`src/verilog/lat_pkg.sv`:
```
// Shared definitions for the latency scoreboard
// Field widths, request-type codes, per-type delay ranges and FIFO sizing
// RTL files refer to these by scoped name, never by import

package lat_pkg;

   // Field widths
   localparam int TYPE_W = 3;
   localparam int ADDR_W = 13;
   localparam int META_W = TYPE_W + ADDR_W;
   localparam int DATA_W = 32;
   localparam int TID_W  = 16;

   // Request type, top bits of meta
   typedef enum logic [TYPE_W-1:0] {
      RDLINE  = 3'd0,
      WRLINE  = 3'd1,
      WRTHRU  = 3'd2,
      WRFENCE = 3'd3,
      INTR    = 3'd4
   } req_type_e;

   // One tracked request, 64 bits
   typedef struct packed {
      logic [TID_W-1:0]  tid;
      logic [META_W-1:0] meta;
      logic [DATA_W-1:0] data;
   } payload_t;

   // Slot countdown width, holds the largest maximum
   localparam int CNT_W = 6;

   // Delay ranges in cycles
   localparam int RDLINE_LAT_MIN = 4;
   localparam int RDLINE_LAT_MAX = 20;
   localparam int WRLINE_LAT_MIN = 2;
   localparam int WRLINE_LAT_MAX = 12;
   localparam int WRTHRU_LAT_MIN = 2;
   localparam int WRTHRU_LAT_MAX = 8;
   localparam int INTR_LAT_MIN   = 6;
   localparam int INTR_LAT_MAX   = 30;
   localparam int LAT_UNDEFINED  = 10;

   // Fixed pipeline cycles on an empty path
   localparam int PIPE_LAT_MIN = 6;

   // Latency slots
   localparam int NUM_SLOTS = 8;
   localparam int SLOT_W    = 3;

   // FIFO sizing
   localparam int IN_DEPTH_LOG2  = 4;
   localparam int IN_FULL_THRESH = 12;
   localparam int Q_DEPTH_LOG2   = 3;
   localparam int Q_FULL_THRESH  = 5;
   localparam int COUNT_W        = 8;

   localparam logic [15:0] LFSR_SEED = 16'hACE1;

endpackage

```
`src/verilog/fence_gate.sv`:
```
// Write-fence gate between the input FIFO and the filtered FIFO
// Ordinary requests move across with a one-cycle registered push
// A fence holds the head until every later stage is empty, then is dropped

`timescale 1ns/1ps

module fence_gate (
   input  logic              clk,
   input  logic              rst,
   input  logic              in_valid_i,
   input  lat_pkg::payload_t in_data_i,
   input  logic              q_almfull_i,
   input  logic              drained_i,
   output logic              in_pop_o,
   output logic              q_push_o,
   output lat_pkg::payload_t q_data_o
);

   typedef enum logic [1:0] {
      G_PASS,
      G_WAIT_DRAIN,
      G_SETTLE
   } gate_state_e;

   gate_state_e state;
   logic        head_fence;

   // Fence code sits in the top bits of meta
   assign head_fence = in_valid_i &&
      (in_data_i.meta[lat_pkg::META_W-1 -: lat_pkg::TYPE_W] == lat_pkg::WRFENCE);

   // Pass on room, or drop the fence once in settle
   always_comb begin
      case (state)
         G_PASS:   in_pop_o = in_valid_i && !head_fence && !q_almfull_i;
         G_SETTLE: in_pop_o = head_fence;
         default:  in_pop_o = 1'b0;
      endcase
   end

   // Fence trap FSM
   always_ff @(posedge clk) begin
      if (rst) begin
         state <= G_PASS;
      end else begin
         case (state)
            G_PASS:       if (head_fence) state <= G_WAIT_DRAIN;
            G_WAIT_DRAIN: if (drained_i) state <= G_SETTLE;
            default:      state <= G_PASS;
         endcase
      end
   end

   // Registered push that a settle pop never reaches
   always_ff @(posedge clk) begin
      if (rst) begin
         q_push_o <= 1'b0;
      end else begin
         q_push_o <= in_pop_o && state == G_PASS;
      end
   end

   always_ff @(posedge clk) begin
      q_data_o <= in_data_i;
   end

   // The trapped fence is still at the head when it is dropped
   a_fence_held : assert property (@(posedge clk) disable iff (rst)
      state == G_SETTLE |-> head_fence);

endmodule

```
`config.mk`:
```
export PLATFORM = sky130hd
export DESIGN_NAME = fence_gate
export DESIGN_NICKNAME = d
export VERILOG_FILES = /design/src/verilog/lat_pkg.sv /design/src/verilog/fence_gate.sv
export SDC_FILE = /design/constraint.sdc
export NUM_CORES = 1
export LEC_CHECK = 0
export BUFFER_PORTS_ARGS = -buffer_cell sky130_fd_sc_hd__buf_2
export CAP_MARGIN = 20
export CORE_UTILIZATION = 37
export CTS_BUF_LIST = sky130_fd_sc_hd__clkbuf_4 sky130_fd_sc_hd__clkbuf_8
export DETAILED_ROUTE_END_ITERATION = 8
export PLACE_DENSITY_LB_ADDON = 0.05
export SYNTH_ARGS = -nofsm -noshare
export SYNTH_HDL_FRONTEND = slang
export SYNTH_SLANG_ARGS = --single-unit
```
`constraint.sdc`:
```
create_clock -name clk -period 1.45 [get_ports clk]
set_input_delay 0.145 -clock clk [delete_from_list [all_inputs] [get_ports clk]]
set_output_delay 0.145 -clock clk [all_outputs]
set_load 0.01 [all_outputs]
```
==> Word level (Yosys, flattened, before mapping) <==
Index checks and enable logic that the tools add are counted.
{ "totals": {"regBits": 67, "wordCells": 22, "in_bits": 69} }
{ "op_classes": {"mux": 4, "reduce_logical": 8, "n_eq_ne": 5} }
{ "op_table": {"columns": ["operator", "n"], "rows": [
  ["$logic_and 1x1->1", 4],
  ["$mux 2", 2],
  ["$ne 2x2->1 const B", 2],
  ["$pmux 2 s2", 1],
  ["$eq 3x2->1 const B", 1],
  ["$eq 2x1->1 const B", 1],
  ["$eq 2x2->1 const B", 1],
  ["$logic_not 1->1", 2],
  ["$logic_not 2->1", 1],
  ["$pmux 1 s2", 1],
  ["$reduce_and 2->1", 1]
]} }

==> Depth between registers and ports, before layout <==
{ "logic_depth": {"depth_word": 7, "depth_mapped": 2, "mapped_depth_nobuf": 2} }

==> Least setup slack after synthesis <==
No wires, ideal clock.
{ "synth_timing": {"path_kind": "reg-to-output", "startpoint": "register state[1]", "endpoint": "output in_pop_o", "arrival_ps": 1036, "stages_incl_launch_ff": 3, "n_path_buf": 0, "path_slack_ps": 269, "cell_sequence": "dfxtp_1 or4b_1 mux2i_1"} }
{ "synth_via": {"elab_chain_cells": 2, "elab_cells_between_ends": 3, "classes_between": "eq/ne: 1; mux: 1; reduce/logical: 1"} }
{ "synth_rtl": {"columns": ["item", "line", "rtl"], "rows": [
  ["from (decl)", "fence_gate.sv:25", "gate_state_e state;"],
  ["from (signal assigned)", "fence_gate.sv:44", "state <= G_PASS;"],
  ["from (signal assigned)", "fence_gate.sv:47", "G_PASS: if (head_fence) state <= G_WAIT_DRAIN;"],
  ["from (signal assigned)", "fence_gate.sv:48", "G_WAIT_DRAIN: if (drained_i) state <= G_SETTLE;"],
  ["$eq 2x2->1 or $logic_not 2->1 (tied branches)", "fence_gate.sv:34", "case (state)"],
  ["$pmux 1 s2 (*)", "fence_gate.sv:34", null],
  ["to (decl)", "fence_gate.sv:14", "output logic in_pop_o,"]
]} }
Mark *: on every way between the ends. The rest lies on a longest branch, timed or not.

==> Worst setup path after layout <==
{ "layout_timing": {"startpoint": "register state[0]", "endpoint": "output in_pop_o"} }
Same word-level chain as after synthesis.

==> results_dict.tcl <==
set metrics [dict create \
    h-tree-depth 3 \
    areaGrowthSynthToFinish_pct 113.9 \
    p_sw_w 0.0007921 \
    drc 0 \
    initial_utilization_pct 38.70 \
    slew_viol_final 0 \
    wl_per_cell_um 13.01 \
    slew_headroom_pct 88.26 \
    fin_nets 360 \
    endpoint "in_pop_o" \
    synth_top_area_share_pct 93.95 \
    tightest_slew_ns 0.1751 \
    grt_pass1_vias 1412 \
    vdd_drop_max_mv 1.057 \
    dieArea_um2 4111 \
    synth-edff-count 0 \
    fmax_mhz 640.5 \
    switching_share_pct 19.93 \
    reg2reg_to "state[0]$_SDFFE_PP0P_" \
    fp.dieW_um 64.12 \
    vias 1395 \
    dieHeight_um 64.12 \
    tritoncts "done" \
    utilization_pct 82.80 \
    drive_above_1_share_pct 52.36 \
    gp_congestion 0.6634 \
    grt_pass1_wl_mm 6.699 \
    ys_ff_latch 67 \
    post-place-ws_ns 0.1975 \
    synth_area_leaders "dfxtp_1 (94%), or4b_1 (2.1%), o31ai_2 (0.88%)" \
    worstRegToRegCells 3 \
    end_kind "output port" \
    yosysSeqAreaShare_pct 93.95 \
    yosys_warnings 0 \
    rrSetupSlack_ns 0.16 \
    power_frac_clock_pct 40.7 \
    antenna_cells 0 \
    min_period_ns 1.561 \
    wl_mm 4.476 \
    fin_ws_ns -0.1114 \
    drt.antenna.violating_nets 0 \
    finalClockSkew_ns 0.00009387 \
    p_int_w 0.003181 \
    clk_path_buf_depth 2 \
    place_area_um2 2158 \
    root_buffer "clkbuf_8" \
    fin_crit_sh_pct 107.7 \
    grt_use_total_pct 22.91 \
    clk_pin_slew_worst_paths_ns 0.06 \
    rsz0062_at_grt "yes" \
    p_leak_nw 1.524 \
    antenna_found_initial 0 \
    hold_viol 0 \
    numPortBuffers 134 \
    synthTopCellsByCount "dfxtp_1 (67), or4b_1 (3), nand2_1 (2), nor3_1 (2)" \
    finalInstanceArea_um2 3054 \
    hold_class "primary input to flip-flop" \
    avgViaCountPerCell 4.055 \
    violations "negative setup slack" \
    synth.distinct_cells 8 \
    pwr-share-seq_pct 49.4 \
    clk_latency_ns 0.32 \
    cp-startpoint "state[0]$_SDFFE_PP0P_" \
    worst_ep_required_time_ns 1.31 \
    synth.most_common_cell "dfxtp_1" \
    ys.flop_type "dfxtp_1" \
    first_iter_violations 38 \
    rows 22 \
    min_path_cells 2 \
    cts.sinks 67 \
    cts_buffers 9 \
    io_pins 135 \
    arrival_ns 1.42 \
    first_pass_iters 4 \
    syn_nets 147 \
    power_density_nw_per_um2 1301 \
    syn-cell-area_um2 1428 \
    r2r_start "state[1]$_SDFFE_PP0P_" \
    start_kind "flip-flop" \
    maxCapViolCount 0 \
    finalSetupViolCount 1 \
    combPwrFrac_pct 10.0 \
    grt-ovfl-total 0 \
    syn_inst 78 \
    criticalPathCategory "flip-flop to output port" \
    status "finished, violations left" \
    yosys.area.top_type "dfxtp_1" \
    grt_max_degree 11 \
    async_flop_share_pct 0 \
    coreArea_um2 3689 \
    syn_avg_cell_area_um2 18.30 \
    critPathMaxFanout 2 \
]
==> state kept, by name, indices dropped and copies added (netlist names) <==
signal,cells
state,2
q_push_o,1
q_data_o,64
==> power groups by stage <==
stage          sequential (W)  clock, W  combinational [W]
3_3_place_gp          0.00200         0           0.000243
2_1_floorplan         0.00206         0         0.00000959
5_1_grt               0.00197   0.00172           0.000425
4_1_cts               0.00196   0.00164           0.000387
3_5_place_dp          0.00200         0           0.000247
6_report              0.00196   0.00162           0.000397
==> per-stage QoR <==
step | hold WS [ns] | TNS, ns | total power (W) | cells
floorplan | 0.1727 | 0 | 0.002065 | 78
global placement | 0.2470 | 0 | 0.002239 | 260
detailed placement | 0.2486 | 0 | 0.002246 | 260
CTS | 0.01435 | -0.1305 | 0.003986 | 344
global route | 0.02653 | -0.1784 | 0.004113 | 344
finish | 0.03748 | -0.1114 | 0.003973 | 344
==> kinds of logic after synthesis <==
group           after synthesis  synth area share [%]
compound gates                1                0.8763
flops                        67                 93.95
mux                           1                0.7012
simple gates                  9                 4.470
==> worst max-delay path: stages (launching register included) <==
cell     delay, ns
dfxtp_2       0.32
or4b_1        0.49
mux2i_1       0.14
buf_2         0.15
==> worst min path at each step <==
stage	start	end	slack (ns)
3_5_place_dp	in_data_i[11]	q_data_o[11]$_DFF_P_	0.25
6_report	in_data_i[47]	state[0]$_SDFFE_PP0P_	0.04
3_3_place_gp	in_data_i[28]	q_data_o[28]$_DFF_P_	0.25
5_1_grt	in_data_i[47]	state[0]$_SDFFE_PP0P_	0.03
2_1_floorplan	in_data_i[0]	q_data_o[0]$_DFF_P_	0.17
4_1_cts	in_data_i[47]	state[0]$_SDFFE_PP0P_	0.01
==> cell usage in the layout, fill, tap and decap left out <==
cell	instances
o31ai_2	1
bufinv_16	1
buf_2	134
nor3_1	2
mux2i_1	1
and3b_1	1
dfxtp_1	65
or4b_1	3
dlygate4sd3_1	66
nand3b_1	1
clkbuf_8	12
nand2_1	2
dfxtp_2	2
clkbuf_4	3
buf_4	2
==> layer usage <==
metal  GRT usage [%]  share of wire, %  vias up
li1                -                 -      676
met1           21.01                35      631
met2           44.15                55       82
met3           8.571               8.7        6
met4           10.00               1.3        0
met5               0                 0        -
==> area by class of cell <==
type	count	area (µm²)
clock buffers	15	187.7
clock inverters	1	30.03
fillers	221	634.4
repair buffers	202	1346
multi-input cells	11	86.33
well taps	48	60.06
flip-flops and latches	67	1344
==> repair_timing <==
item / 4_1_cts / 5_1_grt
endpoints found under the setup margin: 1 / 1
gates resized for setup: 2 / 0
setup buffers: 2 / 0
hold endpoints to repair: 66 / 0
pin swaps: 1 / 0
hold buffers: 66 / 0
No activity file was read; power rests on OpenSTA's default activity.
