File: src/verilog/lat_pkg.sv
// Shared definitions for the latency scoreboard
// Field widths, request-type codes, per-type delay ranges and FIFO sizing
// RTL files refer to these by scoped name, never by import

package lat_pkg;

   // Field widths
   localparam int TYPE_W = 3;
   localparam int ADDR_W = 13;
   localparam int META_W = TYPE_W + ADDR_W;
   localparam int DATA_W = 32;
   localparam int TID_W  = 16;

   // Request type, top bits of meta
   typedef enum logic [TYPE_W-1:0] {
      RDLINE  = 3'd0,
      WRLINE  = 3'd1,
      WRTHRU  = 3'd2,
      WRFENCE = 3'd3,
      INTR    = 3'd4
   } req_type_e;

   // One tracked request, 64 bits
   typedef struct packed {
      logic [TID_W-1:0]  tid;
      logic [META_W-1:0] meta;
      logic [DATA_W-1:0] data;
   } payload_t;

   // Slot countdown width, holds the largest maximum
   localparam int CNT_W = 6;

   // Delay ranges in cycles
   localparam int RDLINE_LAT_MIN = 4;
   localparam int RDLINE_LAT_MAX = 20;
   localparam int WRLINE_LAT_MIN = 2;
   localparam int WRLINE_LAT_MAX = 12;
   localparam int WRTHRU_LAT_MIN = 2;
   localparam int WRTHRU_LAT_MAX = 8;
   localparam int INTR_LAT_MIN   = 6;
   localparam int INTR_LAT_MAX   = 30;
   localparam int LAT_UNDEFINED  = 10;

   // Fixed pipeline cycles on an empty path
   localparam int PIPE_LAT_MIN = 6;

   // Latency slots
   localparam int NUM_SLOTS = 8;
   localparam int SLOT_W    = 3;

   // FIFO sizing
   localparam int IN_DEPTH_LOG2  = 4;
   localparam int IN_FULL_THRESH = 12;
   localparam int Q_DEPTH_LOG2   = 3;
   localparam int Q_FULL_THRESH  = 5;
   localparam int COUNT_W        = 8;

   localparam logic [15:0] LFSR_SEED = 16'hACE1;

endpackage

File: src/verilog/lat_fifo.sv
// Synchronous FIFO used for every stage of the scoreboard
// Head is shown combinationally and a push is visible after its edge
// Overflow and underflow pulse for one cycle on a rejected push or pop

`timescale 1ns/1ps

module lat_fifo #(
   parameter type payload_t   = lat_pkg::payload_t,
   parameter int  DEPTH_LOG2  = 3,
   parameter int  FULL_THRESH = 5
) (
   input  logic                        clk,
   input  logic                        rst,
   input  logic                        push_i,
   input  payload_t                    data_i,
   input  logic                        pop_i,
   output payload_t                    data_o,
   output logic                        valid_o,
   output logic                        empty_o,
   output logic                        almfull_o,
   output logic [lat_pkg::COUNT_W-1:0] count_o,
   output logic                        overflow_o,
   output logic                        underflow_o
);

   localparam int DEPTH = 2 ** DEPTH_LOG2;

   payload_t              mem [DEPTH];
   logic [DEPTH_LOG2-1:0] wr_ptr;
   logic [DEPTH_LOG2-1:0] rd_ptr;
   logic [DEPTH_LOG2:0]   count;
   logic                  full;
   logic                  do_push;
   logic                  do_pop;

   assign full    = (count == DEPTH[DEPTH_LOG2:0]);
   assign empty_o = (count == '0);
   assign valid_o = !empty_o;
   // Rejected requests only raise the error flags
   assign do_push = push_i && !full;
   assign do_pop  = pop_i && !empty_o;

   assign data_o    = mem[rd_ptr];
   assign almfull_o = (count >= FULL_THRESH[DEPTH_LOG2:0]);
   assign count_o   = lat_pkg::COUNT_W'(count);

   // Storage
   always_ff @(posedge clk) begin
      if (do_push) begin
         mem[wr_ptr] <= data_i;
      end
   end

   // Pointers, occupancy and error pulses
   always_ff @(posedge clk) begin
      if (rst) begin
         wr_ptr      <= '0;
         rd_ptr      <= '0;
         count       <= '0;
         overflow_o  <= 1'b0;
         underflow_o <= 1'b0;
      end else begin
         if (do_push) begin
            wr_ptr <= wr_ptr + 1'b1;
         end
         if (do_pop) begin
            rd_ptr <= rd_ptr + 1'b1;
         end
         // Simultaneous push and pop leaves the count alone
         if (do_push && !do_pop) begin
            count <= count + 1'b1;
         end else if (do_pop && !do_push) begin
            count <= count - 1'b1;
         end
         overflow_o  <= push_i && full;
         underflow_o <= pop_i && empty_o;
      end
   end

   // Occupancy stays within the depth and matches the pointer distance
   a_count_bound : assert property (@(posedge clk) disable iff (rst)
      count <= DEPTH[DEPTH_LOG2:0] &&
      count[DEPTH_LOG2-1:0] == DEPTH_LOG2'(wr_ptr - rd_ptr));

endmodule

File: config.mk
export PLATFORM = sky130hd
export DESIGN_NAME = lat_fifo
export DESIGN_NICKNAME = d
export VERILOG_FILES = /design/src/verilog/lat_pkg.sv /design/src/verilog/lat_fifo.sv
export SDC_FILE = /design/constraint.sdc
export NUM_CORES = 1
export LEC_CHECK = 0
export ABC_AREA = 1
export BUFFER_PORTS_ARGS = -buffer_cell sky130_fd_sc_hd__buf_2
export CORE_ASPECT_RATIO = 0.9
export CORE_MARGIN = 1
export CORE_UTILIZATION = 60
export DETAILED_ROUTE_END_ITERATION = 16
export HOLD_SLACK_MARGIN = 0.1
export PLACE_DENSITY = 0.84
export SLEW_MARGIN = 20
export SYNTH_ARGS = -nofsm -noshare
export SYNTH_HDL_FRONTEND = slang
export SYNTH_SLANG_ARGS = --single-unit
File: constraint.sdc
create_clock -name clk -period 5.5 [get_ports clk]
set_input_delay 0 -clock clk [delete_from_list [all_inputs] [get_ports clk]]
set_output_delay 0 -clock clk [all_outputs]
set_load 0.03 [all_outputs]
Word level (Yosys, flattened, before mapping)

Memories as Yosys holds them, arrays and structs flattened. A register that Yosys moved wholly into a read port is not among the register bits.
Cells that the tools add are included.

Add/sub/neg operators: 4
$mul: 0
Divide/modulo/power cells: 0
Order comparisons: 1
Equal/unequal tests: 1
Shift operators: 0
Multiplexer cells: 6
Bitwise logic cells: 0
Reduce and logical (&&, ||, !) cells: 12

Operator list:

| operator                                                              | number |
|---|---|
| 4-bit two-way mux                                                     | 2 |
| 3-bit by 1-bit adder with 3-bit output, second input constant         | 2 |
| 1-bit logical AND                                                     | 6 |
| 3-bit two-way mux                                                     | 2 |
| 4-bit by 1-bit adder with 4-bit output, second input constant         | 1 |
| 4-bit equality test, second input constant                            | 1 |
| 4-bit by 3-bit >= comparator with 1-bit output, second input constant | 1 |
| 1-bit zero test                                                       | 4 |
| 4-bit zero test                                                       | 1 |
| 4-bit by 1-bit subtractor with 4-bit output, second input constant    | 1 |
| 1-bit two-way mux                                                     | 2 |
| 2-bit nonzero test                                                    | 1 |

Register bits after elaboration: 12
Bits in latches: 0
Memory bits (writable): 512
Memory bits (read-only): 0
Bits of input ports: 68
Output and inout bits: 77
Memories: 1

Memories:

| memory | words | bits a word | read ports | clocked after memory_dff | wr ports | RTL line       | RTL |
|---|---|---|---|---|---|---|---|
| mem    | 8     | 64          | 1          | 1                        | 1        | lat_fifo.sv:28 | `payload_t mem [DEPTH];` |

Depth between registers and ports, before layout

Depth in word-level cells: 7
Mapped depth: 13
Gate-level depth less buffers: 13

Least setup slack after synthesis

OpenSTA, ideal clock, no wires.

Kind: register to register
Start point: reg count[0]
End point: mem mem[0][0] in the netlist's numbering, enable pin
Arrival time: 3.806 ns
Required time: 5.014 ns
Path slack: 1.208 ns
Cell stages (with the launch flop): 7
Clock period less this slack: 4.292 ns
Path through: dfxtp_1 > nor2_1 > nand3_1 > nand2_1 > inv_1 > nand2_1 > nor2_1

Word-level cells in the longest chain between the ends: 5

Ends and longest elaborated chain:

| what                                    | RTL line       | RTL |
|---|---|---|
| from (decl)                             | lat_fifo.sv:31 | `logic [DEPTH_LOG2:0] count;` |
| from (signal assigned)                  | lat_fifo.sv:71 | `count <= count + 1'b1;` |
| from (signal assigned)                  | lat_fifo.sv:73 | `count <= count - 1'b1;` |
| from (signal assigned)                  | lat_fifo.sv:82 | `count <= DEPTH[DEPTH_LOG2:0] &&` |
| 4-bit equality test                     | lat_fifo.sv:36 | `assign full = (count == DEPTH[DEPTH_LOG2:0]);` |
| 1-bit zero test                         | lat_fifo.sv:40 | `assign do_push = push_i && !full;` |
| 1-bit logical AND                       | lat_fifo.sv:40 |  |
| via do_push                             | lat_fifo.sv:33 | `logic do_push;` |
| 1-bit two-way mux                       | lat_fifo.sv:49 | `if (do_push) begin` |
| 1-bit two-way mux (not written as such) | lat_fifo.sv:50 | `mem[wr_ptr] <= data_i;` |
| to (decl)                               | lat_fifo.sv:28 |  |

The timed path passes the listed nets, and every way through them passes these cells.

==> results.toml <==
[cells_and_area]
drive_gt1_frac = 0.130
synthToLayoutAreaGrowth_pct = 16.2
multi_input_area_sq_um = 4530
finish.instance_area_sq_um = 24100
regArea_sq_um = 15700
fin_nets = 1928
fillers = 2112

[logic_synthesis]
ys.flop_type = "edfxtp_1"
synth_edf_count = 512
synth_area_sq_um = 20700
synthTopCellsByCount = "edfxtp_1, nor2_1, o21ai_0"
ys_warn_count = 0
ys_seq_area_frac = 0.756
netlist_instances = 1674
synthArstFlopShare = 0
syn_avg_cell_area_sq_um = 12.4
synth_top_area_share = 0.741
yosys.area.top_type = "edfxtp_1"
ys_ff_latch = 527
yosysMostFrequentCell = "edfxtp_1"
synth_cell_type_count = 21
synth_area_leaders = "edfxtp_1, nor2_1, o21ai_0"

[floorplanning]
initial_utilization = 0.609
num_rows = 64
dieHeight_microns = 178
dieArea_sq_um = 35300
coreArea_sq_um = 34000
die_w_microns = 198
floorplan.io_pins = 145

[route]
drc = 0
route.vias.total = 13500
wl_per_cell_microns = 19.1
drtIter0Drc = 1391
postRouteAntennaNets = 0
drt_pre_antenna_iters = 6
wl_microns = 45100
via_per_inst = 5.71

[power]
p_per_area_nw_per_um2 = 457
vdd_drop_max_uv = 623
p_leak_nw = 8.52

[sta]
min_period_over_period = 0.618
rsz0062_at_grt = "false"
slew_headroom = 0.244
timing.setup.tns_ns = 0
hold_viol_final = 0
skew_ns = 0.0187
tightest_slew_ns = 1.13
period_needed_ns = 3.40
slew_violations = 0
fmax_mhz = 294
setup_viol = 0

[clocking]
clock-root-buffer = "clkbuf_16"
clockBufferDepth = 3
cts_buffers = 50
cts_tree = "built"
htreeDepth = 2
postCtsSetupRepairBufs = 0
clk_pin_slew_ns = 0.06
numClockSinks = 527
clock_latency_ns = 0.57

[global_routing]
grt_usage = 0.256
antenna_found_initial = 2
grt_pass1_wl_microns = 69200
grt_max_degree = 257
grt_pass1_vias = 13300
overflow = 0

[critical_path]
crit_arrival_ns = 3.40
path_class = "reg -> out"
cp_cell_sequence = "inv_6, buf_4, o21ai_0, o21ai_1, nand2_1, nand2_1, buf_2"
crit_family = "buffers and inverters"
crit_fanout = 157
timing.rr.end = "mem[3][53]"
start_kind = "flop"
path_common_cell = "nand2_1"
required_ns = 5.50
rrSetupSlack_ns = 2.67
r2r-start = "count[0]"
endpoint_kind = "output port"
critPathMaxStageDelay_ns = 0.89
crit_buf_inv = 3
crit_path_top_delay_cell = "inv_6"
r2r_cells = 5

[placed_design]
placement.io_buffers = 140
placed_cell_area_sq_um = 21700
dp_hpwl_microns = 23200
gp_congestion = 0.809

[job]
drv_cap = 0

[min_path]
min_path_cells = 3
min_from = "rst"
hold_class = "in -> reg"

[run_status]
status = "completed"
flip-flops by register name, summed over array words and instances, names as in the netlist, named ones only:
| name | count |
|---|---|
| mem | 512 |
| underflow_o | 1 |
| overflow_o | 1 |
| wr_ptr | 3 |
| count | 4 |
| rd_ptr | 3 |
worst register-to-register path, cell delays in order (launching register included):
cell     delay, ns
dfxtp_1       0.44
nor2_1        0.12
nand3_1       0.14
nand3_1       0.37
nor2_4        0.59
buf_4         0.74
stage by stage:
step | total power [mW] | hold slack [ns] | setup slack, ns | util | instances
global route | 11.5 | 0.234 | 1.84 | 0.708 | 2358
floorplan | 6.83 | 0.0691 | 1.21 | - | 1677
finish | 11.0 | 0.244 | 2.10 | 0.708 | 2359
detailed placement | 7.56 | 0.262 | 2.39 | 0.637 | 2194
CTS | 11.0 | 0.219 | 2.11 | 0.706 | 2355
global placement | 7.47 | 0.257 | 2.51 | 0.637 | 2194
placed cells by master, fill, tap and decap left out, types with 2 or more instances in the layout:
cell,count
nand2_1,212
a21oi_1,9
buf_16,2
clkbuf_16,51
clkinv_1,10
nor2_4,8
nor2_1,393
buf_2,140
diode_2,2
ha_1,5
o21ai_1,131
inv_1,13
bufinv_16,7
dfxtp_1,12
clkinv_8,2
buf_4,15
dfxtp_4,2
clkbuf_1,8
xor2_1,3
o21ai_0,258
clkinv_2,14
conb_1,4
nand3_1,10
dlygate4sd3_1,68
edfxtp_1,512
kinds of logic (layout without fill, tap and decap cells):
logic type	Yosys count	after routing	synth area share
other cells	1	6	0.000181
fa+ha+maj	6	6	0.00398
xor+xnor	3	3	0.00127
simple gates	623	623	0.113
buf+inv	116	334	0.0292
compound gates	398	398	0.0961
flops	527	527	0.756
layer usage:
| layer | global-route usage | part of all wire | wire length, microns |
|---|---|---|---|
| met5 | 0 | 0 | 0 |
| met3 | 0.0369 | 0.078 | 3500 |
| met4 | 0.0882 | 0.025 | 1110 |
| met1 | 0.352 | 0.42 | 18700 |
| met2 | 0.423 | 0.48 | 21800 |
cell type report:
class | count | share of cell area
inverter | 15 | 0.00255
antenna | 2 | 0.000208
timing repair buffer | 226 | 0.0651
multi-input combinational | 1034 | 0.188
clock inverter | 34 | 0.0149
tap | 462 | 0.0240
sequential | 527 | 0.651
clock buffer | 59 | 0.0542
repair_timing:
action | in CTS | in global routing
endpoints found under the hold margin | 527 | 0
gates resized for setup | 0 | 0
endpoints found under the setup margin | 0 | 0
hold buffers | 68 | 0
worst max path at each step:
| stage | slack, ns | depth (start not counted) | from | end |
|---|---|---|---|---|
| detailed placement | 2.39 | 7 | count[0] | mem[0][58] |
| global route | 1.84 | 7 | flop | data_o[54] |
| CTS | 2.11 | 7 | flop | data_o[52] |
| finish | 2.10 | 7 | flop | data_o[39] |
| global placement | 2.51 | 7 | count[0] | mem[0][58] |
| floorplan | 1.21 | 6 | count[0] | mem[0][0] |
where the power goes:
group / total, mW / switching [mW] / internal, mW
clock network: 3.45 / 1.42 / 2.03
logic: 2.78 / 2.03 / 0.751
registers: 4.78 / 0.114 / 4.67
No activity file was read; power rests on OpenSTA's default activity.
